==> src/hw/decoder_defines.svh <==
// Width macros for the instruction decode stage
// Instruction word, register number, raw immediate and data value widths

`ifndef DECODER_DEFINES_SVH
`define DECODER_DEFINES_SVH

// ============================================================
// Instruction word
// ============================================================

// Every instruction is one fixed-size word
`define INSTR_WIDTH 32

// ============================================================
// Fields and values
// ============================================================

// Register numbers address a 64-entry architectural file
`define REG_WIDTH 6

// Raw immediate field of the register-immediate layout
`define IMM_WIDTH 13

// Datapath width, which is also the width the immediate is extended to
`define VALUE_WIDTH 64

`endif

==> src/hw/decoderPkg.sv <==
// Shared decode types
// Opcode encoding and the field layouts of an instruction word

`include "decoder_defines.svh"

package decoderPkg;

	// ============================================================
	// Opcodes
	// ============================================================

	// Codes not listed here are illegal and decode as having no operands
	typedef enum logic [6:0]
	{
		OP_NOP    = 7'd0,
		OP_ADD    = 7'd2,
		OP_ADDI   = 7'd4,
		OP_LOAD   = 7'd16,
		OP_STORE  = 7'd18,
		OP_BRANCH = 7'd24,
		OP_RTD    = 7'd32,
		OP_SYS    = 7'd48,
		OP_CSR    = 7'd50,
		OP_IRQ    = 7'd52
	} opcode_e;

	// Architectural register number
	typedef logic [`REG_WIDTH-1:0] regNum_t;

	// Full-width data value
	typedef logic [`VALUE_WIDTH-1:0] value_t;

	// ============================================================
	// Field layouts
	// ============================================================

	// Opcode-only view, used before the format is known
	typedef struct packed
	{
		logic [`INSTR_WIDTH-8:0] payload;
		opcode_e opcode;
	} anyFmt_t;

	// Register-register form with two sources
	typedef struct packed
	{
		logic [`INSTR_WIDTH-3*`REG_WIDTH-8:0] pad;
		regNum_t rs2;
		regNum_t rs1;
		regNum_t rd;
		opcode_e opcode;
	} rrFmt_t;

	// Register-immediate form, the immediate sits where rs2 would be
	typedef struct packed
	{
		logic [`IMM_WIDTH-1:0] imm;
		regNum_t rs1;
		regNum_t rd;
		opcode_e opcode;
	} riFmt_t;

	// All layouts overlay the same word
	typedef union packed
	{
		anyFmt_t any;
		rrFmt_t rr;
		riFmt_t ri;
	} instruction_t;

endpackage

==> src/hw/decodeImm.sv <==
// Immediate decoder
// Sign-extends the immediate field for the opcodes that carry one

`include "decoder_defines.svh"

module decodeImm
(
	input decoderPkg::instruction_t instr,
	output decoderPkg::value_t imm,
	output logic hasImm
);

	// Copy of the field sign bit, replicated into the upper bits
	logic immSign;

	assign immSign = instr.ri.imm[`IMM_WIDTH-1];

	// Presence of an immediate depends only on the opcode
	always_comb
	begin
		case (instr.any.opcode)
			decoderPkg::OP_ADDI,
			decoderPkg::OP_LOAD,
			decoderPkg::OP_STORE,
			decoderPkg::OP_BRANCH:
			begin
				hasImm = 1'b1;
			end
			default:
			begin
				hasImm = 1'b0;
			end
		endcase
	end

	// ============================================================
	// Extension
	// ============================================================

	// Opcodes without an immediate present a clean zero downstream
	always_comb
	begin
		if (hasImm)
		begin
			imm = {{(`VALUE_WIDTH-`IMM_WIDTH){immSign}}, instr.ri.imm};
		end
		else
		begin
			imm = '0;
		end
	end

endmodule

==> src/hw/decodeOddball.sv <==
// Oddball detector
// Flags instructions that only ALU #0 can execute

module decodeOddball
(
	input decoderPkg::instruction_t instr,
	output logic oddball
);

	// System-level work is restricted to the first ALU
	always_comb
	begin
		case (instr.any.opcode)
			// System calls and CSR accesses are always special
			decoderPkg::OP_SYS:
			begin
				oddball = 1'b1;
			end
			decoderPkg::OP_CSR:
			begin
				oddball = 1'b1;
			end
			// A return marked with 1 in bits 10..9 is a return from interrupt
			decoderPkg::OP_RTD:
			begin
				oddball = (instr[10:9] == 2'd1);
			end
			// Interrupt-class code 7 in bits 25..22 selects REX
			decoderPkg::OP_IRQ:
			begin
				oddball = (instr[25:22] == 4'h7);
			end
			// Everything else can issue on any ALU
			default:
			begin
				oddball = 1'b0;
			end
		endcase
	end

endmodule

==> src/hw/decodeRegs.sv <==
// Register field decoder
// Pulls destination and source numbers out of the word and flags a real write

module decodeRegs
(
	input decoderPkg::instruction_t instr,
	output decoderPkg::regNum_t rd,
	output decoderPkg::regNum_t rs1,
	output decoderPkg::regNum_t rs2,
	output logic hasRd
);

	logic isImmForm;
	logic writesRd;

	// The immediate layout reuses the rs2 bits for the immediate
	always_comb
	begin
		case (instr.any.opcode)
			decoderPkg::OP_ADDI,
			decoderPkg::OP_LOAD,
			decoderPkg::OP_STORE,
			decoderPkg::OP_BRANCH:
			begin
				isImmForm = 1'b1;
			end
			default:
			begin
				isImmForm = 1'b0;
			end
		endcase
	end

	// Only arithmetic results and loads go back to the register file
	always_comb
	begin
		case (instr.any.opcode)
			decoderPkg::OP_ADD,
			decoderPkg::OP_ADDI,
			decoderPkg::OP_LOAD:
			begin
				writesRd = 1'b1;
			end
			default:
			begin
				writesRd = 1'b0;
			end
		endcase
	end

	// Both layouts keep rd and rs1 in the same bits
	assign rd = instr.rr.rd;
	assign rs1 = instr.rr.rs1;

	// Field selection by layout
	always_comb
	begin
		if (isImmForm)
		begin
			// No second source in this form
			rs2 = '0;
		end
		else
		begin
			rs2 = instr.rr.rs2;
		end
	end

	// Register 0 is hardwired, so a write to it is dropped here
	assign hasRd = writesRd && (rd != '0);

endmodule

==> src/hw/decodeStage.sv <==
// Instruction decode stage
// Two-entry pipeline between four-phase req/ack handshakes on input and output

module decodeStage
(
	input logic clk,
	input logic rstN,

	input logic inReq,
	input decoderPkg::instruction_t inInstr,
	output logic inAck,

	output logic outReq,
	input logic outAck,
	output decoderPkg::opcode_e outOpcode,
	output decoderPkg::regNum_t outRd,
	output decoderPkg::regNum_t outRs1,
	output decoderPkg::regNum_t outRs2,
	output logic outHasRd,
	output decoderPkg::value_t outImm,
	output logic outHasImm,
	output logic outOddball
);

	// ============================================================
	// Capture register
	// ============================================================

	decoderPkg::instruction_t capInstr;
	logic capFull;

	// A new word is taken when the producer asserts a fresh request
	// and there is room for it
	logic capture;

	// The output side is idle once the consumer has finished its ack
	logic outFree;

	// The held word moves forward whenever the output side is idle
	logic transfer;

	assign capture = inReq && !inAck && !capFull;
	assign outFree = !outReq && !outAck;
	assign transfer = capFull && outFree;

	// Input handshake, ack rises with the capture edge
	always_ff @(posedge clk or negedge rstN)
	begin
		if (!rstN)
		begin
			inAck <= 1'b0;
		end
		else if (capture)
		begin
			inAck <= 1'b1;
		end
		else if (!inReq)
		begin
			// Return to zero after the producer has withdrawn its request
			inAck <= 1'b0;
		end
	end

	// Occupancy of the capture register
	always_ff @(posedge clk or negedge rstN)
	begin
		if (!rstN)
		begin
			capFull <= 1'b0;
		end
		else if (capture)
		begin
			capFull <= 1'b1;
		end
		else if (transfer)
		begin
			capFull <= 1'b0;
		end
	end

	// Held word, loaded together with inAck
	always_ff @(posedge clk)
	begin
		if (capture)
		begin
			capInstr <= inInstr;
		end
	end

	// ============================================================
	// Decoders
	// ============================================================

	decoderPkg::regNum_t decRd;
	decoderPkg::regNum_t decRs1;
	decoderPkg::regNum_t decRs2;
	decoderPkg::value_t decImm;
	logic decHasRd;
	logic decHasImm;
	logic decOddball;

	// All three work on the held word, so results are ready for the transfer
	decodeOddball uOddball
	(
		.instr(capInstr),
		.oddball(decOddball)
	);

	decodeRegs uRegs
	(
		.instr(capInstr),
		.rd(decRd),
		.rs1(decRs1),
		.rs2(decRs2),
		.hasRd(decHasRd)
	);

	decodeImm uImm
	(
		.instr(capInstr),
		.imm(decImm),
		.hasImm(decHasImm)
	);

	// ============================================================
	// Output register
	// ============================================================

	// Request rises with the loaded data and falls once the ack is seen
	always_ff @(posedge clk or negedge rstN)
	begin
		if (!rstN)
		begin
			outReq <= 1'b0;
		end
		else if (transfer)
		begin
			outReq <= 1'b1;
		end
		else if (outAck)
		begin
			outReq <= 1'b0;
		end
	end

	// Decoded fields stay stable for the whole output handshake
	always_ff @(posedge clk)
	begin
		if (transfer)
		begin
			outOpcode <= capInstr.any.opcode;
			outRd <= decRd;
			outRs1 <= decRs1;
			outRs2 <= decRs2;
			outHasRd <= decHasRd;
			outImm <= decImm;
			outHasImm <= decHasImm;
			outOddball <= decOddball;
		end
	end

endmodule

==> config.mk <==
export PLATFORM = sky130hd
export DESIGN_NAME = decodeStage
export DESIGN_NICKNAME = d
export VERILOG_FILES = /design/src/hw/decoderPkg.sv /design/src/hw/decodeImm.sv /design/src/hw/decodeOddball.sv /design/src/hw/decodeRegs.sv /design/src/hw/decodeStage.sv
export VERILOG_INCLUDE_DIRS = /design/src /design/src/hw
export SDC_FILE = /design/constraint.sdc
export NUM_CORES = 1
export LEC_CHECK = 0
export ABC_AREA = 1
export BUFFER_PORTS_ARGS = -buffer_cell sky130_fd_sc_hd__buf_2
export CAP_MARGIN = 15
export CORE_MARGIN = 4
export CORE_UTILIZATION = 48
export DETAILED_ROUTE_END_ITERATION = 10
export PLACE_DENSITY = 0.81
export SYNTH_ARGS = -nofsm -noshare
export SYNTH_HDL_FRONTEND = slang
export SYNTH_HIERARCHICAL = 1
export SYNTH_SLANG_ARGS = --single-unit
==> constraint.sdc <==
create_clock -name clk -period 4.4 [get_ports clk]
set_input_delay 0.22 -clock clk [delete_from_list [all_inputs] [get_ports clk]]
set_output_delay 0.22 -clock clk [all_outputs]
set_load 0.1 [all_outputs]
# Yosys cells after proc, flatten, opt, wreduce, memory -nomap -nowiden
# Index checks and enable logic that the tools add are counted.
# classes
eq_ne,12
n_mux,9
n_reduce_logical,15
# op_table
operator,count
"equality test 7 x 6 -> 1 bit, second input constant",4
"equality test 7 x 5 -> 1 bit, second input constant",3
two-way mux 1 bit,8
"equality test 7 x 2 -> 1 bit, second input constant",1
"equality test 7 x 3 -> 1 bit, second input constant",1
nonzero test 6 bit,1
logical AND 1 bit,5
"equality test 4 x 3 -> 1 bit, second input constant",1
zero test 1 bit,4
nonzero test 2 bit,2
OR reduction 4 bit,1
case mux 1 bit (3 select lines),1
OR reduction 3 bit,1
"equality test 2 x 1 -> 1 bit, second input constant",1
"inequality test 2 x 1 -> 1 bit, second input constant",1
OR reduction 2 bit,1
# word_totals
reg_bits,76
inputBits,36
out_inout_bits,94
elab_cells,48

# Depth between registers and ports, before layout
# Gate-level depths: netlist of the first run.
# logic_depth
ltp_word,5
ltp_mapped,7
depth_no_buf,7

# Modules after synthesis
# The synthesis of the first run kept the hierarchy.
# modules_own_cells
module,instances,cells_each,area_per_inst_um2,seq_area_each_um2
decodeStage,1,138,3853.7,3798.6
decodeImm,1,92,576.8,0.0
decodeRegs,1,66,307.8,0.0
decodeOddball,1,18,71.3,0.0

# Worst setup path before layout of the first run
# Ideal clock, no wire load.
# synth_timing
path_type,register -> register
start,reg outReq
end,reg outHasImm (enable)
setup_time_ns,0.525
arrival_time_ns,4.467
t_required_ns,3.875
setup_slack_ns,-0.592
stages_incl_launch_ff,2
path_buffers,0
period_less_slack_ns,4.992
cell_sequence,dfrtp_1 > nor3_2
# synth_via
elab_chain_len,3
# synth_lines
item,line_no,source
from (decl),decodeStage.sv:13,"output logic outReq,"
from (signal assigned),decodeStage.sv:134,outReq <= 1'b0;
from (signal assigned),decodeStage.sv:138,outReq <= 1'b1;
from (signal assigned),decodeStage.sv:142,outReq <= 1'b0;
zero test 1 bit,decodeStage.sv:43,assign outFree = !outReq && !outAck;
logical AND 1 bit,decodeStage.sv:43,
logical AND 1 bit,decodeStage.sv:44,assign transfer = capFull && outFree;
named net transfer,decodeStage.sv:40,logic transfer;
to (signal assigned),decodeStage.sv:157,outHasImm <= decHasImm;
to (decl),decodeStage.sv:21,"output logic outHasImm,"
# The timed path passes the listed nets, and every way through them passes these cells.
# A chain may end at the register's enable or synchronous reset.

# Worst setup path in the final report of the first run
# layout_timing
start,reg outReq
end,reg outRd[4] (enable)
# layout_via
elab_chain_len,3
# layout_lines
item,line_no,source
zero test 1 bit,decodeStage.sv:43,
logical AND 1 bit,decodeStage.sv:43,
logical AND 1 bit,decodeStage.sv:44,
named net transfer,decodeStage.sv:40,
to (signal assigned),decodeStage.sv:152,outRd <= decRd;
to (decl),decodeStage.sv:16,"output decoderPkg::regNum_t outRd,"
# The timed path passes the listed nets, and every way through them passes these cells.

==> out/metrics.yaml, run 1 <==
syn_avg_cell_area_um2: 15.3
grt_pass1_vias: 2450
numPortBuffers: 129
path_class: "flop to flop"
drv_cap: 0
maxSlewHeadroom_pct: 25.2
cpPeakStageDelay_ns: 0.85
clock_skew_ns: 0.00692
antenna_found_initial: 0
swShare_pct: 40.7
slew_viol_final: 0
n_fill_cell: 707
min_period_ns: 1.91
post-route-period-util_pct: 43.4
num_rows: 36
crit_family: "buffers and inverters"
p_comb_share_pct: 31.6
placed_area_mm2: 0.00516
reg2reg_from: "outReq$_DFFE_PN0P_"
p_seq_share_pct: 38.9
yosysTopAreaCell: "edfxtp_1"
powerDensity_mw_per_mm2: 713
drt_iter0_drc: 119
dieArea_mm2: 0.0117
utilization_pct: 62.4
areaGrowthSynthToFinish_pct: 26.8
ys_types: 16
nets: 472
cp.required_ns: 4.51
grt_overflow: 0
fmax_mhz: 524
grt_max_degree: 93
num_vias: 2497
htreeDepth: 4
cts_tree: "built"
synth_top_cell_area_share_pct: 77.4
p_sw_uw: 1770
routed_wl_mm: 7.87
clk_latency_ns: 0.50
clk_pin_slew_worst_paths_ns: 0.06
ioPinCount: 130
clockBufferDepth: 2
wl_per_cell_um: 13.5
drive_above_1_share_pct: 39.9
die_y_um: 108
cts_buffers: 17
syn_area_mm2: 0.00481
leakagePower_uw: 0.00255
core_area_mm2: 0.00977
drtAntennaViolNets: 0
slowest_stage: "buf_4"
arrival_ns: 2.02
ir_drop_mv: 0.370
cts_resized: 0
netlist_top_cells_area: "edfxtp_1 77%, buf_4 9.8%, inv_1 3.2%, nor2_1 2.2%, nand2_1 2.1%"
clock_sinks: 127
drt-vias-per-instance: 4.29
drtPass1Iterations: 4
grt_use_total_pct: 14.1
finalPower_uw: 4350
rsz0062_at_grt: "no"
crit_buf_inv: 1
layout_commonest_cell: "buf_2"
synth_cells: 314
path_max_fanout: 92
crit_path_end_kind: "flop"
hpwlAfterDp_mm: 4.93
n_antenna_cell: 0
status: "finished, final reports clean"
place_congestion: 0.795
initial_core_util_pct: 49.2
cp-start-kind: "flop"
cp-startpoint: "outReq$_DFFE_PN0P_"
stdcell_area_mm2: 0.00610
ys.warnings.count: 6
final-setup-viol-count: 0
tns_ns: 0
root_buffer: "clkbuf_8"
synth_seq_cells: 127
final_cell_mix: "129 x buf_2, 124 x edfxtp_1, 41 x inv_1"
crit_path_cell_trace: "nor3_4 > buf_4"
tightest_slew_ns: 1.12
die_w_um: 108
grt_pass1_wl_mm: 12.1
hold_class: "input pin to asynchronous set/reset pin"
whs_ns: 0.0499
report.final.hold_viol_count: 0
clock_power_share_pct: 29.6
seq_area_frac_synth_pct: 79.0
internal_power_uw: 2580
synth_nets: 350
drc: 0
[layer usage]
metal | vias to the layer above | track usage [%] | wire length (µm)
met3 | 8 | 4.78 | 611
li1 | 1234 | - | -
met2 | 106 | 23.7 | 3920
met1 | 1149 | 16.1 | 3250
met5 | - | 0 | 0
met4 | 0 | 7.03 | 88
[Yosys cell counts]
cell	instances
inv_1	41
nor3_2	1
buf_6	1
nor3_1	1
edfxtp_1	124
nor2_4	1
nand3_2	1
nand2_2	3
buf_4	63
nand2_1	27
nor2_2	10
inv_2	1
nor2_1	28
o21ai_0	2
dfrtp_1	3
nand3_1	7
[sequential cells by signal, summed over array words and instances (netlist names)]
signal and flops:
outImm 64, outHasImm 1, outOddball 1, outRs1 6
inAck 1, capFull 1, outRd 6, outHasRd 1
outReq 1, outRs2 6, outOpcode 7, capInstr 32
[cell type report]
class / instances / area, µm² / area share [%]
repair buffers: 167 / 1040 / 17.0
well taps: 133 / 166 / 2.73
multi-input cells: 81 / 378 / 6.20
flip-flops and latches: 127 / 3800 / 62.3
inverters: 42 / 158 / 2.59
clock buffers: 17 / 414 / 6.79
clock inverters: 15 / 145 / 2.38
[power groups by stage]
| stage | clock network [µW] | logic (µW) | registers, µW |
|---|---|---|---|
| 2_1_floorplan | 0 | 229 | 2680 |
| 3_3_place_gp | 0 | 1320 | 1710 |
| 3_5_place_dp | 0 | 1330 | 1720 |
| 4_1_cts | 1310 | 1360 | 1690 |
| 5_1_grt | 1370 | 1420 | 1710 |
| 6_report | 1290 | 1370 | 1690 |
[logic make-up (layout without fill, tap and decap cells)]
logic type	after synthesis	after routing	share of synthesized area, %
buffers and inverters	106	241	13.3
AOI/OAI and AO/OA	2	2	0.208
DFF	127	127	79.0
and+or+nand+nor	79	79	7.47
[path summary, 6_finish.rpt]
check                      cells after the start  slack (ns)                   to
hold reg to reg                                0        0.42  outRs1[0]$_DFFE_PP_
min in group clk                               0        0.42  outRs1[0]$_DFFE_PP_
hold / removal                                 2        0.05    inAck$_DFFE_PN0P_
max in group asynchronous                      2        4.24  capFull$_DFFE_PN0P_
setup reg to reg                               2        2.49   outRd[4]$_DFFE_PP_
setup / recovery                               2        2.49   outRd[4]$_DFFE_PP_
[metrics by stage]
step	cells	setup slack, ns
floorplan	314	0.821
CTS	581	2.48
global route	582	2.36
global placement	514	2.57
finish	582	2.49
detailed placement	514	2.49
[what timing repair did]
action,4_1_cts,5_1_grt
hold buffers,35,0
hold endpoints to repair,38,0
setup buffers,0,0
Note: power is estimated with default switching activity, not from simulation.
==> run 2: changes to the inputs <==
--- a/config.mk
+++ b/config.mk
@@ -6,7 +6,7 @@
 export SDC_FILE = /design/constraint.sdc
 export NUM_CORES = 1
 export LEC_CHECK = 0
-export ABC_AREA = 1
+export ABC_AREA = 0
 export BUFFER_PORTS_ARGS = -buffer_cell sky130_fd_sc_hd__buf_2
 export CAP_MARGIN = 15
 export CORE_MARGIN = 4
==> constraint.sdc (replaced) <==
create_clock -name clk -period 1.75 [get_ports clk]
set_input_delay 0.0875 -clock clk [delete_from_list [all_inputs] [get_ports clk]]
set_output_delay 0.0875 -clock clk [all_outputs]
set_load 0.1 [all_outputs]
==> run 2 against run 1 <==
Clock skew rose by 0.0024 ns. Non-clock buffer count rose by 6. Critical endpoint is now outRs2[0]$_DFFE_PP_. Register-to-register slack worse by 2.3 ns. Highest routed layer unchanged. Wire length down 11%. Core utilization up 1.7 points. Design area shrank 1.9%. Clock power up 140%. Worst hold slack improved by 0.25 ns. Synthesized area shrank 3.3%.
==> out/metrics.yaml, run 2 <==
synth_compound_area_share_pct: 1.86  # +1.6 points
n_fill_cell: 660  # -6.6%
num_vias: 2223  # -11%
drtAntennaViolNets: 0  # unchanged
synthTopCellsByCount: "124 x edfxtp_1, 63 x buf_4, 13 x and2_2, 6 x and2_1, 4 x nor3b_1"
synth_top_cell_area_share_pct: 80.1  # +2.7 points
cts_tree: "built"
tightest_slew_ns: 0.517  # -0.605 ns
grt_overflow: 0  # unchanged
largestRegisters: "outImm (64), capInstr (32), outOpcode (7)"
leakagePower_uw: 0.00231  # -9.4%
netlist_top_cells_area: "edfxtp_1 80%, buf_4 10%, and2_2 2.1%, dfrtp_1 1.6%, and2_1 0.81%"
root_buffer: "clkbuf_8"
reg2reg_depth: 4  # +2
yosysMostFrequentCell: "edfxtp_1"
hold_path_end: "capInstr[30]$_DFFE_PP_"
report.final.hold_viol_count: 0  # unchanged
synthAdderAreaFrac_pct: 0  # unchanged
dieArea_mm2: 0.0113  # -3.1%
antenna_found_initial: 0  # unchanged
synth_seq_cells: 127  # unchanged
grt_pass1_vias: 2138  # -13%
drt-vias-per-instance: 4.37  # +1.8%
synth_nets: 275  # -21%
ioPinCount: 130  # unchanged
rrSetupSlack_ns: 0.15  # -2.34 ns
fmax_mhz: 624  # +19%
seq_area_frac_synth_pct: 81.7  # +2.7 points
synth_xor_xnor_area_share_pct: 0.188  # +0.19 points
placed_cells: 439  # -15%
rsz0062_at_grt: "no"
grt_pass1_wl_mm: 11.0  # -9.2%
areaGrowthSynthToFinish_pct: 28.6
utilization_pct: 64.1  # +1.7 points
ir_drop_mv: 0.671  # +81%
p_sw_uw: 4070  # +130%
numPortBuffers: 129  # unchanged
routed_wl_mm: 7.02  # -11%
clock_power_share_pct: 29.7  # about the same
p_seq_share_pct: 39.3  # +0.4 points
num_rows: 35  # -2.8%
holdPathStages: 2
min-delay-start: "inInstr[30]"
cp-startpoint: "capInstr[4]$_DFFE_PP_"
largest_reg_flops: 64  # unchanged
drtPass1Iterations: 4  # unchanged
hold_class: "input pin to flop"
path_max_fanout: 6  # -93%
path_class: "flop to flop"
crit_path_end_kind: "flop"
synth_cells: 239  # -24%
die_y_um: 106  # -1.6%
wl_per_cell_um: 13.8  # +2.0%
post-route-period-util_pct: 91.6  # +48 points
cts_buffers: 17  # unchanged
synth_mux_area_share_pct: 0  # unchanged
drt_iter0_drc: 127  # +6.7%
status: "finished, final reports clean"
cp.required_ns: 1.99  # -2.52 ns
drv_cap: 0  # unchanged
hpwlAfterDp_mm: 4.75  # -3.7%
layout_commonest_cell: "buf_2"
syn_area_mm2: 0.00465  # -3.3%
reg2reg_from: "capInstr[4]$_DFFE_PP_"
die_w_um: 106  # -1.6%
internal_power_uw: 6370  # +150%
maxSlewHeadroom_pct: 65.7  # +41 points
nets: 404  # -14%
async_flop_share_pct: 2.36  # unchanged
place_congestion: 0.681  # -14%
grt_max_degree: 53  # -43%
yosysTopAreaCell: "edfxtp_1"
drive_above_1_share_pct: 49.5  # +9.6 points
largest_register: "outImm"
ys.flop_type: "edfxtp_1"
clock_sinks: 127  # unchanged
clock_skew_ns: 0.00933  # +0.00241 ns
core_area_mm2: 0.00933  # -4.6%
initial_core_util_pct: 49.8  # +0.64 points
slew_viol_final: 0  # unchanged
clk_latency_ns: 0.49  # about the same
ys_types: 27  # +11
synth_edf_count: 124  # unchanged
synthSimpleGateAreaFrac_pct: 5.76  # -1.7 points
grt_use_total_pct: 13.1  # -0.98 points
clockBufferDepth: 2  # unchanged
clk_pin_slew_worst_paths_ns: 0.05  # about the same
final_cell_mix: "129 x buf_2, 124 x edfxtp_1, 36 x dlygate4sd3_1"
syn_avg_cell_area_um2: 19.5  # +27%
arrival_ns: 1.85  # -0.17 ns
swShare_pct: 39.0  # -1.7 points
synth_top_family_by_area: "buffers and inverters"
drc: 0  # unchanged
fin_cells: 509  # -13%
n_antenna_cell: 0  # unchanged
ys.warnings.count: 6  # unchanged
r2r_end: "outRs2[0]$_DFFE_PP_"
final-setup-viol-count: 0  # unchanged
powerDensity_mw_per_mm2: 1750  # +150%
p_comb_share_pct: 31.0  # -0.6 points
min_period_ns: 1.60  # -0.307 ns
htreeDepth: 4  # unchanged
cp-start-kind: "flop"
-- run 2: worst max path at each step --
stage,end,cells past startpoint
4_1_cts,outImm[32]$_DFFE_PP_,3
3_3_place_gp,outImm[58]$_DFFE_PP_,3
5_1_grt,outRs2[5]$_DFFE_PP_,4
6_report,outRs2[0]$_DFFE_PP_,4
2_1_floorplan,outHasImm$_DFFE_PP_,1
3_5_place_dp,outImm[45]$_DFFE_PP_,3
-- run 2: repair_timing --
item | 4_1_cts | 5_1_grt
gates cloned | 1 | 0
pin swaps | 1 | 0
buffers inserted | 0 | 2
gates resized for setup | 1 | 0
hold buffers | 36 | 0
hold endpoints to repair | 38 | 0
setup endpoints to repair | 52 | 2
-- run 2: cell families after synthesis --
logic type / count (synthesis)
AOI/OAI and AO/OA: 10
buffers and inverters: 65
xor gates and xnor gates: 1
DFF: 127
and+or+nand+nor: 36
-- run 2: final cells by class --
cell class	instances	area, µm²	share of cell area [%]
sequential	127	3800	63.6
timing repair buffer	173	1090	18.2
clock buffer	18	418	6.99
multi-input combinational	48	380	6.36
tap	129	161	2.70
clock inverter	13	124	2.07
inverter	1	3.75	0.0628
-- run 2: critical path, cell delays in order (launching register included) --
cell	delay, ns
edfxtp_1	0.48
buf_4	0.20
nor4b_2	0.29
o31ai_2	0.17
and2_1	0.20
-- run 2: power groups by stage --
stage	Sequential (µW)	Combinational [µW]	Clock, µW
after detailed placement	4170	3180	0
after floorplan	6550	403	0
after CTS	4110	3250	3180
after global placement	4150	3170	0
final	4100	3240	3100
after global routing	4160	3340	3330
-- run 2: layer usage --
metal,global-route usage [%],vias to the layer above,part of all wire [%]
li1,-,1087,-
met3,5.77,10,8.6
met1,15.2,1029,37
met5,0,-,0
met2,21.4,97,53
met4,5.57,0,1.7
-- run 2: per-stage QoR --
step | power, µW | hold WS [ns] | worst slack (ns) | instance area (µm²) | setup TNS, ns
6_report | 10400 | 0.299 | 0.147 | 5980 | 0
3_3_place_gp | 7320 | -0.118 | 0.0438 | 5050 | 0
2_1_floorplan | 6950 | -0.208 | -1.77 | 4650 | -199.08
4_1_cts | 10600 | 0.269 | 0.113 | 5970 | 0
5_1_grt | 10800 | 0.266 | 0.0754 | 5980 | 0
3_5_place_dp | 7360 | -0.111 | -0.0165 | 5050 | -0.787
